**src/ti_mem_pkg.sv**
```systemverilog
// Shared memory request types and fixed console memory map; byte addresses are 27 bits wide
package ti_mem_pkg;

	// ============================================================
	// Widths
	// ============================================================
	localparam int MEM_AW = 26;                 // SDRAM word address
	localparam int DL_AW  = 27;                 // Download byte address

	// One request on the shared memory port
	typedef struct packed {
		logic [MEM_AW-1:0] addr;
		logic [15:0]       wdata;
		logic [1:0]        be;                  // Byte enables, 0 = whole word
		logic              we;
		logic              rd;
		logic              valid;
	} mem_req_t;

	// One byte from the download stream
	typedef struct packed {
		logic [7:0]       index;                // File slot
		logic [DL_AW-1:0] addr;                 // Offset inside the file
		logic [7:0]       data;
	} dl_wr_t;

	// ============================================================
	// Download index codes
	// ============================================================
	localparam logic [7:0] IDX_CART_ROM  = 8'd2;
	localparam logic [7:0] IDX_CART_GROM = 8'd3;
	localparam logic [7:0] IDX_SYS_GROM  = 8'd4;
	localparam logic [7:0] IDX_SYS_ROM   = 8'd5;
	localparam logic [7:0] IDX_SPEECH    = 8'd6; // Speech ROM lives off SDRAM
	localparam logic [7:0] IDX_DISK_DSR  = 8'd7;
	localparam logic [7:0] IDX_TIPI_DSR  = 8'd8;
	localparam logic [7:0] IDX_PCODE     = 8'd9;

	// ============================================================
	// Storage regions
	// ============================================================
	// Cart ROM above 512K sits past the SAMS RAM
	localparam logic [DL_AW-1:0] CART_HI_START   = 27'h0080000;
	localparam logic [DL_AW-1:0] CART_HI_OFS     = 27'h0180000;
	localparam logic [DL_AW-1:0] CART_GROM_BASE  = 27'h0086000;
	localparam logic [DL_AW-1:0] CART_GROM_LIMIT = 27'h002A000; // 168K
	localparam logic [DL_AW-1:0] SYS_GROM_BASE   = 27'h0080000;
	localparam logic [DL_AW-1:0] SYS_GROM_LIMIT  = 27'h0006000; // 24K
	localparam logic [DL_AW-1:0] SYS_ROM_BASE    = 27'h00FE000;
	localparam logic [DL_AW-1:0] SYS_ROM_LIMIT   = 27'h0002000; // 8K
	localparam logic [DL_AW-1:0] DISK_DSR_BASE   = 27'h00B0000;
	localparam logic [DL_AW-1:0] DISK_DSR_LIMIT  = 27'h0008000; // 32K
	localparam logic [DL_AW-1:0] TIPI_DSR_BASE   = 27'h00B8000;
	localparam logic [DL_AW-1:0] TIPI_DSR_LIMIT  = 27'h0001000; // Only 4K of the file used
	localparam logic [DL_AW-1:0] PCODE_BASE      = 27'h00B9000;
	localparam logic [DL_AW-1:0] PCODE_LIMIT     = 27'h0013000; // 76K

	// Erase walk, three regions with two jumps
	localparam logic [DL_AW-1:0] ERASE_END_A  = 27'h007FFFF; // End of cart ROM area
	localparam logic [DL_AW-1:0] ERASE_JUMP_A = 27'h0086000; // Cart GROM area
	localparam logic [DL_AW-1:0] ERASE_END_B  = 27'h009FFFF;
	localparam logic [DL_AW-1:0] ERASE_JUMP_B = 27'h00FD000; // Scratch area
	localparam logic [DL_AW-1:0] ERASE_LAST   = 27'h00FDFFE;

	// Console hold after download or erase
	localparam logic [7:0] HOLD_CYCLES = 8'd255;

endpackage
```
**src/cart_erase.sv**
```systemverilog
// Walk restarts only from idle; a start edge during a running erase is ignored
`timescale 1ns/1ps

module cart_erase (
	input  logic                 clk_sys,
	input  logic                 RESET,
	input  logic                 erase_start_i,
	input  logic                 er_ready_i,
	output ti_mem_pkg::mem_req_t er_req_o,
	output logic                 erase_busy_o
);

	logic                         start_q;  // Start edge detect
	logic                         start_go;
	logic                         busy_q;
	logic                         valid_q;
	logic                         last_q;   // Final address written
	logic                         accept;
	logic [ti_mem_pkg::DL_AW-1:0] addr_q;
	logic [ti_mem_pkg::DL_AW-1:0] addr_nxt;

	assign start_go = erase_start_i && !start_q && !busy_q;
	assign accept   = valid_q && er_ready_i;

	// Next walk address with the two region jumps
	always_comb begin
		if (addr_q == ti_mem_pkg::ERASE_END_A) begin
			addr_nxt = ti_mem_pkg::ERASE_JUMP_A;  // Into cart GROM
		end else if (addr_q == ti_mem_pkg::ERASE_END_B) begin
			addr_nxt = ti_mem_pkg::ERASE_JUMP_B;  // Into scratch
		end else begin
			addr_nxt = addr_q + 27'd1;
		end
	end

	// ============================================================
	// Walk control
	// ============================================================
	always_ff @(posedge clk_sys) begin
		if (RESET) begin
			start_q <= 1'b0;
			busy_q  <= 1'b0;
			valid_q <= 1'b0;
			last_q  <= 1'b0;
		end else begin
			start_q <= erase_start_i;
			if (start_go) begin
				busy_q  <= 1'b1;
				valid_q <= 1'b1;
				last_q  <= 1'b0;
			end else if (accept) begin
				valid_q <= 1'b0;                      // One idle cycle between writes
				last_q  <= (addr_q == ti_mem_pkg::ERASE_LAST);
			end else if (busy_q && !valid_q) begin
				if (last_q) begin
					busy_q <= 1'b0;                   // Done
				end else begin
					valid_q <= 1'b1;
				end
			end
		end
	end

	always_ff @(posedge clk_sys) begin
		if (start_go) begin
			addr_q <= '0;
		end else if (accept) begin
			addr_q <= addr_nxt;
		end
	end

	always_comb begin
		er_req_o       = '0;                        // Zero data, whole word
		er_req_o.addr  = addr_q[ti_mem_pkg::MEM_AW-1:0];
		er_req_o.we    = 1'b1;
		er_req_o.valid = valid_q;
	end

	assign erase_busy_o = busy_q;

	// Only cart ROM, cart GROM and scratch ever get cleared
	a_erase_region: assert property (@(posedge clk_sys) disable iff (RESET)
		valid_q |-> ((addr_q <= ti_mem_pkg::ERASE_END_A) ||
		((addr_q >= ti_mem_pkg::ERASE_JUMP_A) && (addr_q <= ti_mem_pkg::ERASE_END_B)) ||
		((addr_q >= ti_mem_pkg::ERASE_JUMP_B) && (addr_q <= ti_mem_pkg::ERASE_LAST))));

endmodule

```
**src/console_hold.sv**
```systemverilog
// Hold length is fixed at HOLD_CYCLES plus one clock after the last busy cycle
`timescale 1ns/1ps

module console_hold (
	input  logic clk_sys,
	input  logic RESET,
	input  logic dl_active_i,
	input  logic erase_busy_i,
	output logic console_hold_o
);

	logic       init_q;   // No download seen yet
	logic [7:0] cnt_q;    // Post-activity countdown

	always_ff @(posedge clk_sys) begin
		if (RESET) begin
			init_q <= 1'b1;
		end else if (dl_active_i) begin
			init_q <= 1'b0;                       // First download releases it
		end
	end

	always_ff @(posedge clk_sys) begin
		if (RESET) begin
			cnt_q <= 8'd0;
		end else if (dl_active_i || erase_busy_i) begin
			cnt_q <= ti_mem_pkg::HOLD_CYCLES;    // Reload while active
		end else if (cnt_q != 8'd0) begin
			cnt_q <= cnt_q - 8'd1;
		end
	end

	assign console_hold_o = init_q || (cnt_q != 8'd0);

endmodule

```
**src/mem_arbiter.sv**
```systemverilog
// Purely combinational; requesters must hold their request until they see ready
`timescale 1ns/1ps

module mem_arbiter (
	input  ti_mem_pkg::mem_req_t ld_req_i,
	input  ti_mem_pkg::mem_req_t er_req_i,
	input  ti_mem_pkg::mem_req_t cpu_req_i,
	input  logic                 mem_ready_i,
	output ti_mem_pkg::mem_req_t mem_req_o,
	output logic                 ld_ready_o,
	output logic                 er_ready_o,
	output logic                 cpu_ready_o
);

	logic gnt_ld;
	logic gnt_er;
	logic gnt_cpu;

	// ============================================================
	// Fixed priority grant
	// ============================================================
	always_comb begin
		gnt_ld  = ld_req_i.valid;                          // Download first
		gnt_er  = er_req_i.valid && !ld_req_i.valid;       // Then erase
		gnt_cpu = cpu_req_i.valid && !ld_req_i.valid && !er_req_i.valid;
	end

	// Port mux, CPU path when idle
	always_comb begin
		if (gnt_ld) begin
			mem_req_o = ld_req_i;
		end else if (gnt_er) begin
			mem_req_o = er_req_i;
		end else begin
			mem_req_o = cpu_req_i;                         // Passed through unchanged
		end
	end

	// Ready goes back to the winner only
	assign ld_ready_o  = mem_ready_i && gnt_ld;
	assign er_ready_o  = mem_ready_i && gnt_er;
	assign cpu_ready_o = mem_ready_i && gnt_cpu;

endmodule

```
**src/rom_load_map.sv**
```systemverilog
// Holds a single pending write; the download source must not strobe again before acceptance
`timescale 1ns/1ps

module rom_load_map (
	input  logic                 clk_sys,
	input  logic                 RESET,
	input  logic                 dl_we_i,
	input  ti_mem_pkg::dl_wr_t   dl_wr_i,
	input  logic                 ld_ready_i,
	output ti_mem_pkg::mem_req_t ld_req_o,
	output logic [7:0]           dsr_hash_o
);

	logic [ti_mem_pkg::DL_AW-1:0] base;     // Region offset
	logic [ti_mem_pkg::DL_AW-1:0] limit;    // File bytes kept
	logic                         kept;     // Index goes to SDRAM
	logic                         limited;  // Limit applies
	logic [ti_mem_pkg::DL_AW-1:0] map_addr;
	logic                         map_wr;
	ti_mem_pkg::mem_req_t         req_q;
	logic [7:0]                   hash_q;

	// ============================================================
	// Index decode
	// ============================================================
	always_comb begin
		base    = '0;
		limit   = '0;
		kept    = 1'b1;
		limited = 1'b1;
		case (dl_wr_i.index)
			ti_mem_pkg::IDX_CART_ROM: begin
				limited = 1'b0;                 // Whole file
				if (dl_wr_i.addr >= ti_mem_pkg::CART_HI_START) begin
					base = ti_mem_pkg::CART_HI_OFS;
				end
			end
			ti_mem_pkg::IDX_CART_GROM: begin
				base  = ti_mem_pkg::CART_GROM_BASE;
				limit = ti_mem_pkg::CART_GROM_LIMIT;
			end
			ti_mem_pkg::IDX_SYS_GROM: begin
				base  = ti_mem_pkg::SYS_GROM_BASE;
				limit = ti_mem_pkg::SYS_GROM_LIMIT;
			end
			ti_mem_pkg::IDX_SYS_ROM: begin
				base  = ti_mem_pkg::SYS_ROM_BASE;
				limit = ti_mem_pkg::SYS_ROM_LIMIT;
			end
			ti_mem_pkg::IDX_DISK_DSR: begin
				base  = ti_mem_pkg::DISK_DSR_BASE;
				limit = ti_mem_pkg::DISK_DSR_LIMIT;
			end
			ti_mem_pkg::IDX_TIPI_DSR: begin
				base  = ti_mem_pkg::TIPI_DSR_BASE;
				limit = ti_mem_pkg::TIPI_DSR_LIMIT;
			end
			ti_mem_pkg::IDX_PCODE: begin
				base  = ti_mem_pkg::PCODE_BASE;
				limit = ti_mem_pkg::PCODE_LIMIT;
			end
			ti_mem_pkg::IDX_SPEECH: kept = 1'b0; // Separate speech ROM
			default:                kept = 1'b0; // Boot ROM, M99, unknown
		endcase
		map_addr = dl_wr_i.addr + base;
		map_wr   = dl_we_i && kept && (!limited || (dl_wr_i.addr < limit));
	end

	// ============================================================
	// Pending request
	// ============================================================
	always_ff @(posedge clk_sys) begin
		if (RESET) begin
			req_q.valid <= 1'b0;
		end else if (map_wr) begin
			// Even and odd bytes swap inside the SDRAM word
			req_q.addr  <= {map_addr[ti_mem_pkg::MEM_AW-1:1], ~map_addr[0]};
			req_q.wdata <= {2{dl_wr_i.data}};   // Same byte on both halves
			req_q.be    <= 2'b00;
			req_q.we    <= 1'b1;
			req_q.rd    <= 1'b0;
			req_q.valid <= 1'b1;
		end else if (ld_ready_i) begin
			req_q.valid <= 1'b0;                // Accepted
		end
	end

	assign ld_req_o = req_q;

	// Disk DSR signature, count of odd bytes
	always_ff @(posedge clk_sys) begin
		if (RESET) begin
			hash_q <= 8'd0;
		end else if (dl_we_i && (dl_wr_i.index == ti_mem_pkg::IDX_DISK_DSR)) begin
			if (dl_wr_i.addr == '0) begin
				hash_q <= {7'd0, dl_wr_i.data[0]};  // New file restarts the sum
			end else begin
				hash_q <= hash_q + {7'd0, dl_wr_i.data[0]};
			end
		end
	end

	assign dsr_hash_o = hash_q;

	// Source cannot stall, so the arbiter must drain us before the next byte
	a_no_overrun: assert property (@(posedge clk_sys) disable iff (RESET)
		dl_we_i |-> (!req_q.valid || ld_ready_i));

endmodule

```
**src/ti_cart_mem_top.sv**
```systemverilog
// Single SDRAM request port shared by loader, eraser and CPU; CPU is starved while others run
`timescale 1ns/1ps

module ti_cart_mem_top (
	input  logic                 clk_sys,
	input  logic                 RESET,
	input  logic                 dl_active_i,
	input  logic                 dl_we_i,
	input  ti_mem_pkg::dl_wr_t   dl_wr_i,
	input  logic                 erase_start_i,
	output logic                 erase_busy_o,
	input  ti_mem_pkg::mem_req_t cpu_req_i,
	output logic                 cpu_ready_o,
	output logic [15:0]          cpu_rdata_o,
	input  logic                 mem_ready_i,
	input  logic [15:0]          mem_rdata_i,
	output ti_mem_pkg::mem_req_t mem_req_o,
	output logic [7:0]           dsr_hash_o,
	output logic                 console_hold_o
);

	ti_mem_pkg::mem_req_t ld_req;
	ti_mem_pkg::mem_req_t er_req;
	logic                 ld_ready;
	logic                 er_ready;
	logic                 erase_busy;

	// ============================================================
	// Requesters
	// ============================================================
	rom_load_map i_load (
		.clk_sys    (clk_sys),
		.RESET      (RESET),
		.dl_we_i    (dl_we_i),
		.dl_wr_i    (dl_wr_i),
		.ld_ready_i (ld_ready),
		.ld_req_o   (ld_req),
		.dsr_hash_o (dsr_hash_o)
	);

	cart_erase i_erase (
		.clk_sys       (clk_sys),
		.RESET         (RESET),
		.erase_start_i (erase_start_i),
		.er_ready_i    (er_ready),
		.er_req_o      (er_req),
		.erase_busy_o  (erase_busy)
	);

	mem_arbiter i_arb (
		.ld_req_i    (ld_req),
		.er_req_i    (er_req),
		.cpu_req_i   (cpu_req_i),
		.mem_ready_i (mem_ready_i),
		.mem_req_o   (mem_req_o),
		.ld_ready_o  (ld_ready),
		.er_ready_o  (er_ready),
		.cpu_ready_o (cpu_ready_o)
	);

	console_hold i_hold (
		.clk_sys        (clk_sys),
		.RESET          (RESET),
		.dl_active_i    (dl_active_i),
		.erase_busy_i   (erase_busy),
		.console_hold_o (console_hold_o)
	);

	assign erase_busy_o = erase_busy;
	assign cpu_rdata_o  = mem_rdata_i;      // Read data only matters to the CPU

endmodule

```
**config.mk**
```make
export PLATFORM = sky130hd
export DESIGN_NAME = ti_cart_mem_top
export DESIGN_NICKNAME = d
export VERILOG_FILES = /design/src/ti_mem_pkg.sv /design/src/cart_erase.sv /design/src/console_hold.sv /design/src/mem_arbiter.sv /design/src/rom_load_map.sv /design/src/ti_cart_mem_top.sv
export SDC_FILE = /design/constraint.sdc
export NUM_CORES = 1
export LEC_CHECK = 0
export ABC_AREA = 1
export BUFFER_PORTS_ARGS = -buffer_cell sky130_fd_sc_hd__clkbuf_2
export CORE_AREA = 10 10 195 105
export CTS_CLUSTER_DIAMETER = 40
export DETAILED_ROUTE_END_ITERATION = 8
export DIE_AREA = 0 0 205 115
export PLACE_DENSITY = 0.67
export SLEW_MARGIN = 10
export SYNTH_ARGS = -nofsm -noshare
export SYNTH_HDL_FRONTEND = slang
export SYNTH_SLANG_ARGS = --single-unit
export TNS_END_PERCENT = 5
```
**constraint.sdc**
```tcl
create_clock -name clk_sys -period 3.8 [get_ports clk_sys]
set_clock_uncertainty 0.2 [all_clocks]
set_input_delay 0.57 -clock clk_sys [delete_from_list [all_inputs] [get_ports clk_sys]]
set_output_delay 0.57 -clock clk_sys [all_outputs]
set_load 0.05 [all_outputs]
```
==> impl_metrics.env <==
export IMPL_crit_fanout=17
export IMPL_min_delay_start="dl_wr_i[2]"
export IMPL_worstPathCellList="inv_2, nand2_1, clkinv_1, nand2_1, nand3_1, clkbuf_2"
export IMPL_r2r_slack_ns=1.12
export IMPL_routabilityCongestion=0.973
export IMPL_worstHoldEndpoint="i_load.ld_req_o[15]"
export IMPL_drv_slew=0
export IMPL_hpwl_um=16000
export IMPL_viasPerCell=4.88
export IMPL_syn_to_final_growth_pct=21.4
export IMPL_drt_wl_total_um=19300
export IMPL_clock_sinks=83
export IMPL_hold_class="in2reg"
export IMPL_syn_area_per_cell_sq_um=6.80
export IMPL_cp_common_cell="nand2_1"
export IMPL_end_kind="output pin"
export IMPL_cts_tree="yes"
export IMPL_row_count=34
export IMPL_clock_latency_ns=0.34
export IMPL_coreArea_sq_um=17100
export IMPL_drtAntennaViolNets=0
export IMPL_via_count=5840
export IMPL_stdcell_count=1196
export IMPL_ir_drop_mv=0.232
export IMPL_dpl_cell_count=1180
export IMPL_tns_ns=0
export IMPL_synth_cell_type_count=42
export IMPL_synth_net_count=952
export IMPL_crit_family="buffers and inverters"
export IMPL_drive_above_1_share=0.204
export IMPL_slew_headroom=0.427
export IMPL_first_pass_iters=5
export IMPL_ctsHoldBuffers=0
export IMPL_fin_nets=1089
export IMPL_cp_arrival_ns=2.50
export IMPL_rsz0062_at_grt="no"
export IMPL_grt_pass1_vias=5493
export IMPL_maxCapViolations=0
export IMPL_cts_path_max_buffers=2
export IMPL_grtUsageMet2=0.219
export IMPL_mostFrequentLayoutCells="nand2_1 (234), clkbuf_2 (154), nor2_1 (114)"
export IMPL_critPathRequiredTime_ns=3.03
export IMPL_status="finished clean"
export IMPL_worst_pin_slew_ns=0.859
export IMPL_fp_dieW_um=205
export IMPL_crit_buf_inv=3
export IMPL_groute_usage_overall=0.162
export IMPL_wl_per_cell_um=16.1
export IMPL_yosysSeqAreaShare=0.359
export IMPL_clockRootBuffer="clkbuf_16"
export IMPL_reg2reg_from="i_load.ld_req_o[0]"
export IMPL_hold_depth=1
export IMPL_boundaryPins=186
export IMPL_power_density_nw_per_um2=342
export IMPL_cts_setup_buffers=0
export IMPL_gr_total_overflow=0
export IMPL_dieArea_sq_um=23600
export IMPL_antenna_diode_count=0
export IMPL_grt_pass1_wl_um=30100
export IMPL_hold_viol_final=0
export IMPL_max_stage_delay_ns=0.71
export IMPL_antenna_found_initial=0
export IMPL_drt_iter0_drc=528
export IMPL_fin_crit_sh=0.862
export IMPL_worst_r2r_path_depth=10
export IMPL_io_buffers=153
export IMPL_cpMaxStageDelayCell="dfxtp_1"
export IMPL_start_kind="flip-flop"
export IMPL_setup_violations_final=0
export IMPL_grt_start_max_net_pins=29
export IMPL_p_leak_nw=3.10
export IMPL_start_util=0.327
export IMPL_critPathKind="reg2out"
export IMPL_syn_inst=820
export IMPL_ys_ff_latch=83
export IMPL_layout_commonest_cell="nand2_1"
export IMPL_htree_levels=3
export IMPL_cts_reportedPaths_clkPinSlew_ns=0.06
export IMPL_finalCriticalPeriod_ns=3.27
export IMPL_yosys_warnings=0
export IMPL_die_y_um=115
export IMPL_worstReg2RegEnd="i_erase.addr_q[20]"
export IMPL_grt_use_met1=0.238
export IMPL_cts_resized=0
export IMPL_drc=0
export IMPL_busiest_layer="met1"
export IMPL_cts_made_buffers=9
export IMPL_grtUsageMet3=0.0612
export IMPL_fmax_mhz=305
export IMPL_netlist_area_sq_um=5580
export IMPL_fillers=1814
[power by group]
group | internal [mW] | switching [mW]
Clock | 0.463 | 0.359
Sequential | 0.944 | 0.0219
Combinational | 0.140 | 0.388
[area by class of cell]
type / count / area (sq um) / area share
clock buffers: 12 / 248 / 0.0366
repair buffers: 160 / 818 / 0.121
flip-flops and latches: 83 / 2000 / 0.296
inverters: 99 / 372 / 0.0549
well taps: 234 / 293 / 0.0432
clock inverters: 4 / 25.0 / 0.00370
multi-input cells: 604 / 3010 / 0.445
[how the worst max path moves through the flow]
stage / from / end / slack (ns) / cells past startpoint
after floorplan: dl_wr_i[37] / i_load.ld_req_o[12] / 0.70 / 14
after global placement: dl_wr_i[36] / i_load.ld_req_o[18] / 0.72 / 16
after detailed placement: dl_wr_i[33] / i_load.ld_req_o[46] / 0.67 / 12
after CTS: i_load.ld_req_o[0] / mem_req_o[23] / 0.50 / 6
after global routing: i_load.ld_req_o[0] / mem_req_o[23] / 0.24 / 6
final: i_load.ld_req_o[0] / mem_req_o[23] / 0.53 / 6
[stage by stage]
| step | utilization | cell area (sq um) | setup slack, ns | total power [mW] | hold WS [ns] |
|---|---|---|---|---|---|
| floorplan | - | 5580 | 0.701 | 1.38 | 0.236 |
| global placement | 0.381 | 6500 | 0.716 | 1.51 | 0.248 |
| detailed placement | 0.381 | 6500 | 0.669 | 1.51 | 0.254 |
| CTS | 0.397 | 6770 | 0.501 | 2.33 | 0.196 |
| global route | 0.397 | 6770 | 0.239 | 2.42 | 0.191 |
| finish | 0.397 | 6770 | 0.526 | 2.32 | 0.204 |
[layer usage]
metal / vias to the layer above / part of all wire
li1: 2922 / -
met1: 2638 / 0.50
met2: 268 / 0.37
met3: 12 / 0.12
met4: 0 / 0.0051
met5: - / 0
[state kept, by name, indices dropped and copies added, names as in the netlist]
signal,flops
i_erase.valid_q,1
i_erase.last_q,1
i_load.ld_req_o,35
i_hold.cnt_q,8
i_erase.erase_busy_o,1
i_erase.addr_q,27
i_hold.init_q,1
i_erase.start_q,1
i_load.dsr_hash_o,8
[logic make-up after synthesis]
kind of cell | synth area share
fa+ha+maj | 0.0462
xor+xnor | 0.0392
flops | 0.359
compound gates | 0.0978
buf+inv | 0.102
simple gates | 0.356
[cell usage after synthesis, drive strengths merged]
cell,instances,area share
o211ai,19,0.026
fa,1,0.0036
a21oi,37,0.034
o21a,1,0.0013
o21ai,30,0.028
nor2,120,0.088
and3,1,0.0011
nand2,239,0.16
a21o,2,0.0027
edfxtp,34,0.18
dfxtp,49,0.18
o31ai,1,0.0013
clkbuf,7,0.0047
xor2,14,0.022
or2,2,0.0022
o22ai,1,0.0011
and2,1,0.0011
buf,27,0.031
nand4,14,0.016
nor3b,1,0.0013
inv,98,0.066
a211oi,1,0.0013
xnor2,11,0.017
clkinv,1,0.00067
nor3,22,0.022
ha,19,0.043
o32ai,1,0.0016
nand3,65,0.061
a21boi,1,0.0013
Note: power is estimated with default switching activity, not from simulation.
